--- config.mk ---
export PLATFORM = sky130hd
export DESIGN_NAME = cpuTop
export DESIGN_NICKNAME = d
export VERILOG_FILES = /design/src/logic/cpuPkg.sv /design/src/logic/cpuTop.sv /design/src/logic/busUnit.sv /design/src/logic/alu.sv /design/src/logic/registerFile.sv /design/src/logic/controlUnit.sv
export SDC_FILE = /design/constraint.sdc
export NUM_CORES = 2
export LEC_CHECK = 0
export ABC_AREA = 1
export ABC_CLOCK_PERIOD_IN_PS = 6160
export BUFFER_PORTS_ARGS = -buffer_cell sky130_fd_sc_hd__buf_2
export CAP_MARGIN = 20
export CORE_ASPECT_RATIO = 1.25
export CORE_MARGIN = 5
export CORE_UTILIZATION = 36
export CTS_CLUSTER_SIZE = 10
export DETAILED_ROUTE_END_ITERATION = 8
export RECOVER_POWER = 100
export SETUP_SLACK_MARGIN = 0.2
export SLEW_MARGIN = 20
export SYNTH_ARGS = -nofsm -noshare
export SYNTH_HDL_FRONTEND = slang
export SYNTH_SLANG_ARGS = --single-unit
--- constraint.sdc ---
create_clock -name Clock -period 6.16 [get_ports Clock]
set_clock_uncertainty 0.1 [all_clocks]
set_input_delay 1.232 -clock Clock [delete_from_list [all_inputs] [get_ports Clock]]
set_output_delay 1.232 -clock Clock [all_outputs]
set_load 0.005 [all_outputs]
--- src/logic/cpuPkg.sv ---
`default_nettype none

package cpuPkg;

    localparam int dataWidth  = 32;
    localparam int regCount   = 16;
    localparam int constWidth = 15;

    // opcode field values, bits 31:27 of the instruction word
    typedef enum logic [4:0] {
        opLdi  = 5'd1,
        opAdd  = 5'd3,
        opSub  = 5'd4,
        opAnd  = 5'd5,
        opOr   = 5'd6,
        opShr  = 5'd9,
        opShl  = 5'd11,
        opNeg  = 5'd17,
        opNot  = 5'd18,
        opOut  = 5'd23,
        opHalt = 5'd27
    } opcodeT;

    typedef enum logic [2:0] {
        phaseT0   = 3'd0,   // pc to mar, pc + 1
        phaseT1   = 3'd1,   // memory read into mdr
        phaseT2   = 3'd2,   // mdr to ir
        phaseT3   = 3'd3,   // rb to y
        phaseT4   = 3'd4,   // alu result into z
        phaseT5   = 3'd5,   // writeback or output
        phaseHalt = 3'd6
    } phaseT;

    typedef enum logic [2:0] {
        busNone  = 3'd0,
        busPc    = 3'd1,
        busMdr   = 3'd2,
        busReg   = 3'd3,
        busZLow  = 3'd4,
        busConst = 3'd5
    } busSrcT;

    typedef struct packed {
        opcodeT                opcode;
        logic [3:0]            ra;
        logic [3:0]            rb;
        logic [3:0]            rc;
        logic [constWidth-1:0] constant;
    } instrT;

    typedef struct packed {
        busSrcT     busSrc;
        logic [3:0] regSel;
        logic       regWrite;
        logic       pcLoad;
        logic       marLoad;
        logic       mdrLoad;
        logic       irLoad;
        logic       yLoad;
        logic       zLoad;
        opcodeT     aluOp;
    } ctrlT;

endpackage

`default_nettype wire
--- src/logic/cpuTop.sv ---
`default_nettype none

module cpuTop import cpuPkg::*; (
    input  wire logic                 Clock,
    input  wire logic                 arstN,
    input  wire logic [dataWidth-1:0] memData,
    output logic                      memRead,
    output logic      [dataWidth-1:0] memAddr,
    output logic                      outValid,
    output logic      [dataWidth-1:0] outPort,
    output logic                      halted
);

    ctrlT                 ctrl;
    instrT                instr;
    logic [dataWidth-1:0] bus;
    logic [dataWidth-1:0] yValue;
    logic [dataWidth-1:0] zLow;

    controlUnit controlUnit_inst (
        .Clock    (Clock),
        .arstN    (arstN),
        .instr    (instr),
        .ctrl     (ctrl),
        .memRead  (memRead),
        .outValid (outValid),
        .halted   (halted)
    );

    // the register read value doubles as the output port
    registerFile registerFile_inst (
        .Clock   (Clock),
        .arstN   (arstN),
        .ctrl    (ctrl),
        .bus     (bus),
        .regData (outPort)
    );

    alu alu_inst (
        .Clock  (Clock),
        .arstN  (arstN),
        .ctrl   (ctrl),
        .yValue (yValue),
        .bus    (bus),
        .zLow   (zLow)
    );

    busUnit busUnit_inst (
        .Clock   (Clock),
        .arstN   (arstN),
        .ctrl    (ctrl),
        .memData (memData),
        .regData (outPort),
        .zLow    (zLow),
        .bus     (bus),
        .instr   (instr),
        .yValue  (yValue),
        .memAddr (memAddr)
    );

endmodule

`default_nettype wire

--- src/logic/busUnit.sv ---
`default_nettype none

module busUnit import cpuPkg::*; (
    input  wire logic                 Clock,
    input  wire logic                 arstN,
    input  wire ctrlT                 ctrl,
    input  wire logic [dataWidth-1:0] memData,
    input  wire logic [dataWidth-1:0] regData,
    input  wire logic [dataWidth-1:0] zLow,
    output logic      [dataWidth-1:0] bus,
    output instrT                     instr,
    output logic      [dataWidth-1:0] yValue,
    output logic      [dataWidth-1:0] memAddr
);

    logic [dataWidth-1:0] pc;
    logic [dataWidth-1:0] mar;
    logic [dataWidth-1:0] mdr;
    logic [dataWidth-1:0] y;
    instrT                ir;
    logic [dataWidth-1:0] constExt;

    assign constExt = {{(dataWidth-constWidth){ir.constant[constWidth-1]}}, ir.constant};

    always_comb begin
        case (ctrl.busSrc)
            busPc:    bus = pc;
            busMdr:   bus = mdr;
            busReg:   bus = regData;
            busZLow:  bus = zLow;
            busConst: bus = constExt;
            busNone:  bus = '0;
            default:  bus = '0;
        endcase
    end

    always_ff @(posedge Clock or negedge arstN) begin
        if (!arstN) begin
            pc  <= '0;
            mar <= '0;
            mdr <= '0;
            ir  <= '0;
            y   <= '0;
        end else begin
            if (ctrl.pcLoad) begin
                pc <= pc + 1'b1;  // word addressed
            end
            if (ctrl.marLoad) begin
                mar <= bus;
            end
            if (ctrl.mdrLoad) begin
                mdr <= memData;  // memory answers in the read cycle
            end
            if (ctrl.irLoad) begin
                ir <= bus;
            end
            if (ctrl.yLoad) begin
                y <= bus;
            end
        end
    end

    assign instr   = ir;
    assign yValue  = y;
    assign memAddr = mar;

endmodule

`default_nettype wire

--- src/logic/alu.sv ---
`default_nettype none

module alu import cpuPkg::*; (
    input  wire logic                 Clock,
    input  wire logic                 arstN,
    input  wire ctrlT                 ctrl,
    input  wire logic [dataWidth-1:0] yValue,
    input  wire logic [dataWidth-1:0] bus,
    output logic      [dataWidth-1:0] zLow
);

    logic [dataWidth-1:0] result;
    logic [dataWidth-1:0] zReg;

    // a = y, b = bus
    always_comb begin
        case (ctrl.aluOp)
            opAdd:   result = yValue + bus;
            opSub:   result = yValue - bus;
            opAnd:   result = yValue & bus;
            opOr:    result = yValue | bus;
            opNeg:   result = ~yValue + 1'b1;
            opNot:   result = ~yValue;
            opShl:   result = {yValue[dataWidth-2:0], 1'b0};
            opShr:   result = {1'b0, yValue[dataWidth-1:1]};
            opLdi:   result = bus;
            default: result = '0;
        endcase
    end

    always_ff @(posedge Clock or negedge arstN) begin
        if (!arstN) begin
            zReg <= '0;
        end else if (ctrl.zLoad) begin
            zReg <= result;
        end
    end

    assign zLow = zReg;

endmodule

`default_nettype wire

--- src/logic/registerFile.sv ---
`default_nettype none

module registerFile import cpuPkg::*; (
    input  wire logic                 Clock,
    input  wire logic                 arstN,
    input  wire ctrlT                 ctrl,
    input  wire logic [dataWidth-1:0] bus,
    output logic      [dataWidth-1:0] regData
);

    logic [dataWidth-1:0] regs [regCount];

    always_ff @(posedge Clock or negedge arstN) begin
        if (!arstN) begin
            for (int i = 0; i < regCount; i++) begin
                regs[i] <= '0;
            end
        end else if (ctrl.regWrite) begin
            regs[ctrl.regSel] <= bus;
        end
    end

    // one select serves both the bus read and the write target
    assign regData = regs[ctrl.regSel];

endmodule

`default_nettype wire

--- src/logic/controlUnit.sv ---
`default_nettype none

module controlUnit import cpuPkg::*; (
    input  wire logic  Clock,
    input  wire logic  arstN,
    input  wire instrT instr,
    output ctrlT       ctrl,
    output logic       memRead,
    output logic       outValid,
    output logic       halted
);

    phaseT phase;
    phaseT nextPhase;
    logic  running;  // set on the first edge after reset

    always_ff @(posedge Clock or negedge arstN) begin
        if (!arstN) begin
            running <= 1'b0;
            phase   <= phaseT0;
        end else begin
            running <= 1'b1;
            if (running) begin
                phase <= nextPhase;
            end
        end
    end

    always_comb begin
        case (phase)
            phaseT0: nextPhase = phaseT1;
            phaseT1: nextPhase = phaseT2;
            phaseT2: nextPhase = phaseT3;
            phaseT3: nextPhase = (instr.opcode == opHalt) ? phaseHalt : phaseT4;
            phaseT4: nextPhase = phaseT5;
            phaseT5: nextPhase = phaseT0;
            default: nextPhase = phaseHalt;
        endcase
    end

    always_comb begin
        ctrl     = '0;
        memRead  = 1'b0;
        outValid = 1'b0;
        if (running) begin
            case (phase)
                phaseT0: begin
                    ctrl.busSrc  = busPc;
                    ctrl.marLoad = 1'b1;
                    ctrl.pcLoad  = 1'b1;
                end
                phaseT1: begin
                    memRead      = 1'b1;
                    ctrl.mdrLoad = 1'b1;
                end
                phaseT2: begin
                    ctrl.busSrc = busMdr;
                    ctrl.irLoad = 1'b1;
                end
                phaseT3: begin
                    if (instr.opcode != opHalt) begin
                        ctrl.busSrc = busReg;
                        ctrl.regSel = instr.rb;
                        ctrl.yLoad  = 1'b1;
                    end
                end
                phaseT4: begin
                    case (instr.opcode)
                        opAdd, opSub, opAnd, opOr, opNeg, opNot, opShl, opShr: begin
                            ctrl.busSrc = busReg;
                            ctrl.regSel = instr.rc;
                            ctrl.zLoad  = 1'b1;
                            ctrl.aluOp  = instr.opcode;
                        end
                        opLdi: begin
                            ctrl.busSrc = busConst;  // alu passes the constant through
                            ctrl.zLoad  = 1'b1;
                            ctrl.aluOp  = opLdi;
                        end
                        default: ;
                    endcase
                end
                phaseT5: begin
                    case (instr.opcode)
                        opAdd, opSub, opAnd, opOr, opNeg, opNot, opShl, opShr, opLdi: begin
                            ctrl.busSrc   = busZLow;
                            ctrl.regSel   = instr.ra;
                            ctrl.regWrite = 1'b1;
                        end
                        opOut: begin
                            ctrl.busSrc = busReg;
                            ctrl.regSel = instr.ra;  // regData drives outPort
                            outValid    = 1'b1;
                        end
                        default: ;
                    endcase
                end
                default: ;
            endcase
        end
    end

    assign halted = (phase == phaseHalt);

endmodule

`default_nettype wire

; ---- After elaboration in Yosys (flattened, before gate mapping)
; Cells that the tools add are included.
[op_classes]
add_sub_neg = 4
n_reduce_logical = 4
bitwise_logic = 4
magnitude_cmp = 2
mux = 30
eq_ne = 32
[ops]
columns = operator, n
row1 = 512-bit bitwise mux, 1
row2 = 32-bit one-hot mux with 9 select lines, 1
row3 = 32-bit one-hot mux with 5 select lines, 1
row4 = 32-bit binary-select mux with 4-bit select, 1
row5 = 32-bit demux with 4-bit select, 1
row6 = 32-bit two-way mux, 3
row7 = 32-bit by 1-bit adder with 32-bit output (second input constant), 2
row8 = 32-bit adder, 1
row9 = 32-bit AND, 1
row10 = 32-bit NOT, 1
row11 = 32-bit bitwise OR, 1
row12 = 32-bit subtractor, 1
row13 = 5-bit by 3-bit == test with 1-bit output (second input constant), 6
row14 = 5-bit == test (second input constant), 6
row15 = 5-bit by 4-bit == test with 1-bit output (second input constant), 4
row16 = 19-bit two-way mux, 1
row17 = 3-bit one-hot mux with 6 select lines, 1
row18 = 3-bit == test (second input constant), 5
row19 = 3-bit one-hot mux with 5 select lines, 1
row20 = 7-bit one-hot mux with 2 select lines, 1
row21 = 3-bit by 2-bit == test with 1-bit output (second input constant), 4
row22 = 6-bit two-way mux, 2
row23 = 4-bit one-hot mux with 3 select lines, 1
row24 = 6-bit one-hot mux with 2 select lines, 1
row25 = 15 further kinds, 28
[word_totals]
ff_bits = 708
input_bits = 34

; ---- Logic depth before layout (Yosys ltp)
[logic_depth]
depth_word = 12
mapped_depth = 50
mapped_depth_nobuf = 47

; ---- Hierarchy
; A second synthesis with hierarchy kept.
[hier_totals]
hier_cells = 5658
hier_area_um2 = 39287.7
[by_module_without_submodules]
columns = mod, area_per_inst_um2, cells_each, n_inst, seq_area_each_um2
row1 = registerFile, 23852.9, 3265, 1, 12812.3
row2 = busUnit, 7758.7, 946, 1, 4003.8
row3 = alu, 7008.0, 1325, 1, 800.8
row4 = controlUnit, 668.1, 122, 1, 100.1

; ---- Worst setup path before layout
; OpenSTA, ideal clock, no wires.
[synth_path]
kind = register to register
start = register controlUnit_inst.phase[0]
end = register alu_inst.zReg[18] (netlist: alu_inst.zLow[18])
setup_ns = 0.143
required_ns = 5.917
path_slack_ns = 0.623
arrival_ns = 5.294
path_buffers = 3
stages_incl_launch_ff = 37
cell_sequence = dfrtp_1 > buf_2 > nor2_1 > inv_2 > nor2_1 > nand3_1 > nand2_1 > inv_2 > a21oi_1 > clkbuf_1 > nor2_1 > o21ai_0 > nand2_1 > nand2_1 > nand2_1 > nor2_1 > nand2_1 > nand2_1 > inv_1 > clkbuf_1 > ha_1 > nor2_1 > a21oi_1 > fa_1 > o21ai_0 > a21oi_1 > o21ai_0 > nand2_1 > nand2_1 > a21oi_1 > o21ai_0 > a21boi_0 > o21ai_0 > a21oi_1 > or2_2 > nand3_1 > o2111ai_1
[synth_between]
elab_chain_len = 10
word_cells_on_any_way = 33
cone_classes = 2 x add/sub / 18 x eq/ne / 9 x mux / 3 x bitwise / 1 x reduce/logical
[synth_rtl]
columns = element, line
row1 = "start, declared", controlUnit.sv:13  ; phaseT phase;
row2 = "start signal, assigned", controlUnit.sv:20  ; phase <= phaseT0;
row3 = "start signal, assigned", controlUnit.sv:24  ; phase <= nextPhase;
row4 = 3-bit == test / 3-bit by 2-bit == test with 1-bit output (equally long branches), controlUnit.sv:46  ; case (phase)
row5 = 4-bit one-hot mux with 3 select lines *, controlUnit.sv:46
row6 = 19-bit two-way mux *, controlUnit.sv:45  ; if (running) begin
row7 = 4-bit NOT with 5-bit output (implied by the code) *, registerFile.sv:24  ; assign regData = regs[ctrl.regSel];
row8 = 32-bit binary-select mux with 4-bit select *, registerFile.sv:24
row9 = 32-bit two-way mux (implied by the code) * (2 in a row), registerFile.sv:24
row10 = net outPort[0], cpuTop.sv:10  ; output logic [dataWidth-1:0] outPort,
row11 = 32-bit one-hot mux with 5 select lines *, busUnit.sv:26  ; case (ctrl.busSrc)
row12 = 32-bit subtractor / 32-bit adder (equally long branches), "alu.sv:19, alu.sv:18"
row13 = 32-bit one-hot mux with 9 select lines *, alu.sv:17  ; case (ctrl.aluOp)
row14 = "end signal, assigned", alu.sv:35  ; zReg <= result;
row15 = "end, declared", alu.sv:13  ; logic [dataWidth-1:0] zReg;
; Mark *: on every way through the listed nets, which the timed path passes. The rest lies on a longest branch. The select of a mux whose other input is x is not followed.
; A chain may end at the register's enable or synchronous reset.

; ---- Worst setup path after layout
[layout_path]
start = register busUnit_inst.ir, in the netlist busUnit_inst.instr[31]
end = register alu_inst.zReg[31] (netlist: alu_inst.zLow[31])
[layout_between]
elab_chain_len = 12
word_cells_on_any_way = 46
cone_classes = 2 x add/sub / 25 x eq/ne / 14 x mux / 3 x bitwise / 2 x reduce/logical
[layout_rtl]
columns = element, line
row1 = "start, declared", busUnit.sv:20  ; instrT ir;
row2 = "start signal, assigned", busUnit.sv:55  ; ir <= bus;
row3 = 5-bit by 2-bit == test with 1-bit output (tied with other cells), "controlUnit.sv:68, controlUnit.sv:84"
row4 = 9-bit OR reduction / 8-bit OR reduction (equally long branches), "controlUnit.sv:84, controlUnit.sv:68"
row5 = 7-bit one-hot mux with 2 select lines / 4-bit two-way mux (equally long branches), "controlUnit.sv:84, controlUnit.sv:68"
row6 = 4-bit one-hot mux with 3 select lines, controlUnit.sv:46
row7 = 19-bit two-way mux *, controlUnit.sv:45
row8 = 4-bit NOT with 5-bit output (implied by the code), registerFile.sv:24
row9 = 32-bit binary-select mux with 4-bit select, registerFile.sv:24
row10 = 32-bit two-way mux (implied by the code) (2 in a row), registerFile.sv:24
row11 = 32-bit one-hot mux with 5 select lines, busUnit.sv:26
row12 = 32-bit subtractor (tied with other cells), alu.sv:19  ; opSub: result = yValue - bus;
row13 = 32-bit one-hot mux with 9 select lines, alu.sv:17
; Mark *: on every way between the ends. The rest lies on a longest branch, timed or not. The select of a mux whose other input is x is not followed.

==> impl_metrics.toml <==
[outcome]
outcome = "complete, but fails checks"
violations = "capacitance limit, slew limit"

[critical_path]
r2r-end = "alu_inst.zLow[31]$_DFFE_PN0P_"
worst-setup-path-type = "reg -> reg"
cpPeakStageDelay_ns = 0.42
crit_slowest_cell = "dfrtp_1"
cp.required_ns = 6.66
reg2reg_slack_ns = 0.37
startpoint_type = "register"
endpoint = "alu_inst.zLow[31]$_DFFE_PN0P_"
end_kind = "register"
cp_max_fo = 17
r2r_start = "busUnit_inst.instr[31]$_DFFE_PN0P_"
reg2reg_depth = 43
crit_path_start = "busUnit_inst.instr[31]$_DFFE_PN0P_"
cp.arrival_ns = 6.29
cpMostUsedCell = "nand2_1"

[timing]
rsz0062_at_grt = "false"
maxSlewViolCount = 1032
fmax_mhz = 173
hold_violations = 0
fin_crit_ns = 5.79
timing.hold.ws_ns = 0.367
finalSetupViolCount = 0
fin_crit_sh_pct = 93.9
slew_headroom_pct = -104
worstMarginPinSlew_ns = 3.06
fin_tns_setup_ns = 0

[cells_and_area]
final_nets = 5448
syn_to_final_growth_pct = 14.7
nFillCells = 11100
final_design_area_no_fill_um2 = 44300
postLayoutCoreUtil_pct = 41.5
final_common_cell = "nand2_1"
final_cell_mix = "nand2_1, dfrtp_1, o21ai_0, inv_1, nor2_1"
drive_above_1_share_pct = 9.36

[routing]
num_vias = 35100
first_iter_violations = 2773
routed_via_density = 5.14
dr_wl_met2_mm = 64.3
top_layer = "met4"
final_antenna_net_count = 0
routedWlPerCell_um = 19.5
routed-wl-met3_mm = 7.75
drcViolationCount = 0
met1_length_mm = 55.4
routed_wl_mm = 133
dr.pass1.iters = 6

[floorplan]
die_w_um = 303
dieArea_um2 = 114000
ios = 101
num_rows = 134
chipHeight_um = 376
initial_core_util_pct = 36.2
coreArea_um2 = 107000

[min_path]
hold_class = "reg -> reg"
hold_path_startpoint = "busUnit_inst.pc[21]$_DFFE_PN0P_"

[flow_run]
maxCapViolCount = 19

[global_route]
first_global_vias = 33800
antenna_found_initial = 0
grt_pass1_wl_mm = 203
grt_max_degree = 132
grt.overflow.total = 0
grt_usage_pct = 22.8

[synthesis]
synth_area_per_cell_um2 = 7.34
synth_top_family_by_area = "simple AND/OR/NAND/NOR gates"
synth.ff_latch_count = 708
synth_fa_ha_area_share_pct = 1.28
synth_flop_cell = "dfrtp_1"
syn_nets = 5334
synth_compound_area_share_pct = 14.6
ys_types = 57
synth-seq-area-share_pct = 45.9
synth_area_um2 = 38600
netlist_instances = 5261
synthMuxAreaShare_pct = 0.194
synth-simple-area-share_pct = 27.6
ys_async_sr_fraction_pct = 100
yosysWarnings = 0
synth_xor_area_share_pct = 1.61
synth_edf_count = 0

[clocking]
clock_latency_ns = 0.68
clk_pin_slew_worst_paths_ns = 0.06
cts_buffers = 82
h-tree-depth = 3
clock-sinks = 708
cts-root-buf = "clkbuf_16"
cts_tree = "built"
cts_max_path_buffers = 3

[pwr]
power_density_nw_per_um2 = 433
p_leak_nw = 21.9
power.total_mw = 19.2
vdd_ir_drop_max_uv = 260

[place]
portBuffers = 100
place_area_um2 = 41400
gp_congestion = 1.00
place_hpwl_mm = 87.1
-- layout make-up --
class                   instances  area, um^2  share of cell area (%)
flip-flops and latches        708       17700                    40.0
clock buffers                  98        2180                    4.93
diodes                          1        2.50                 0.00565
well taps                    1428        1790                    4.03
inverters                     515        1950                    4.39
repair buffers                352        2720                    6.14
clock inverters                 6        75.1                   0.169
multi-input cells            3716       17900                    40.3
-- kinds of logic after synthesis --
| kind of cell | count (synthesis) |
|---|---|
| compound gates | 1025 |
| xor+xnor | 71 |
| fa+ha+maj | 39 |
| buf+inv | 838 |
| flops | 708 |
| mux | 7 |
| other cells | 1 |
| simple gates | 2572 |
-- state kept, by name (all words and copies together), names as in the netlist, named ones only --
name and count:
busUnit_inst.memAddr 32, busUnit_inst.pc 32, busUnit_inst.yValue 32, busUnit_inst.instr 32
busUnit_inst.mdr 32, alu_inst.zLow 32, controlUnit_inst.phase 2, registerFile_inst.regs 512
controlUnit_inst.running 1
-- report_power, final --
group	internal, mW	leakage [nW]	switching, mW	total (mW)
registers	5.05	9.77	0.298	5.35
logic	3.31	11.0	6.11	9.42
clock network	2.47	1.11	1.95	4.42
-- synthesized netlist by cell type, types with 30 or more instances --
library cell	number	area share (%)
buf_2	81	1.1
inv_1	497	4.8
nand3_1	89	1.2
dfrtp_1	708	46
o21ai_0	610	7.9
clkbuf_1	191	1.9
o211ai_1	31	0.60
o22ai_1	36	0.58
nand2_1	1969	19
nor3_1	30	0.39
buf_4	31	0.60
a21oi_1	185	2.4
ha_1	38	1.2
nor2_1	263	2.6
o21ai_1	56	0.73
xor2_1	59	1.3
nand3b_1	150	2.9
-- metrics by stage --
step | instances | setup slack, ns
floorplan | 5261 | 0.623
global route | 6823 | 0.0754
finish | 6824 | 0.373
global placement | 6678 | -0.0948
detailed placement | 6678 | -0.0780
CTS | 6796 | 0.203
-- routing by layer --
layer	global-route usage [%]	vias to the layer above
met4	9.35	0
met5	0	-
met2	38.7	1196
met3	3.12	288
met1	29.4	16700
li1	-	16900
-- critical path, delay by kind of cell (launching register included) --
family	cells	cell delay, ns
simple gates	25	2.56
flops	1	0.42
buf+inv	10	1.08
compound gates	7	1.22
fa+ha+maj	1	0.28
-- worst min path at each step --
stage	endpoint	slack (ns)	cells past startpoint
2_1_floorplan	busUnit_inst.pc[21]$_DFFE_PN0P_	0.34	1
6_report	busUnit_inst.pc[21]$_DFFE_PN0P_	0.37	1
3_3_place_gp	busUnit_inst.pc[29]$_DFFE_PN0P_	0.35	1
3_5_place_dp	busUnit_inst.pc[21]$_DFFE_PN0P_	0.36	1
4_1_cts	busUnit_inst.pc[21]$_DFFE_PN0P_	0.37	1
5_1_grt	busUnit_inst.pc[21]$_DFFE_PN0P_	0.39	1
-- repair_timing --
item | 4_1_cts | 5_1_grt
cloned | 2 | 6
buffers inserted | 12 | 21
resized for setup | 16 | 122
setup endpoints to repair | 9 | 21
hold buffers | 0 | 0
pin swaps | 5 | 17
Note: power is estimated with default switching activity, not from simulation.
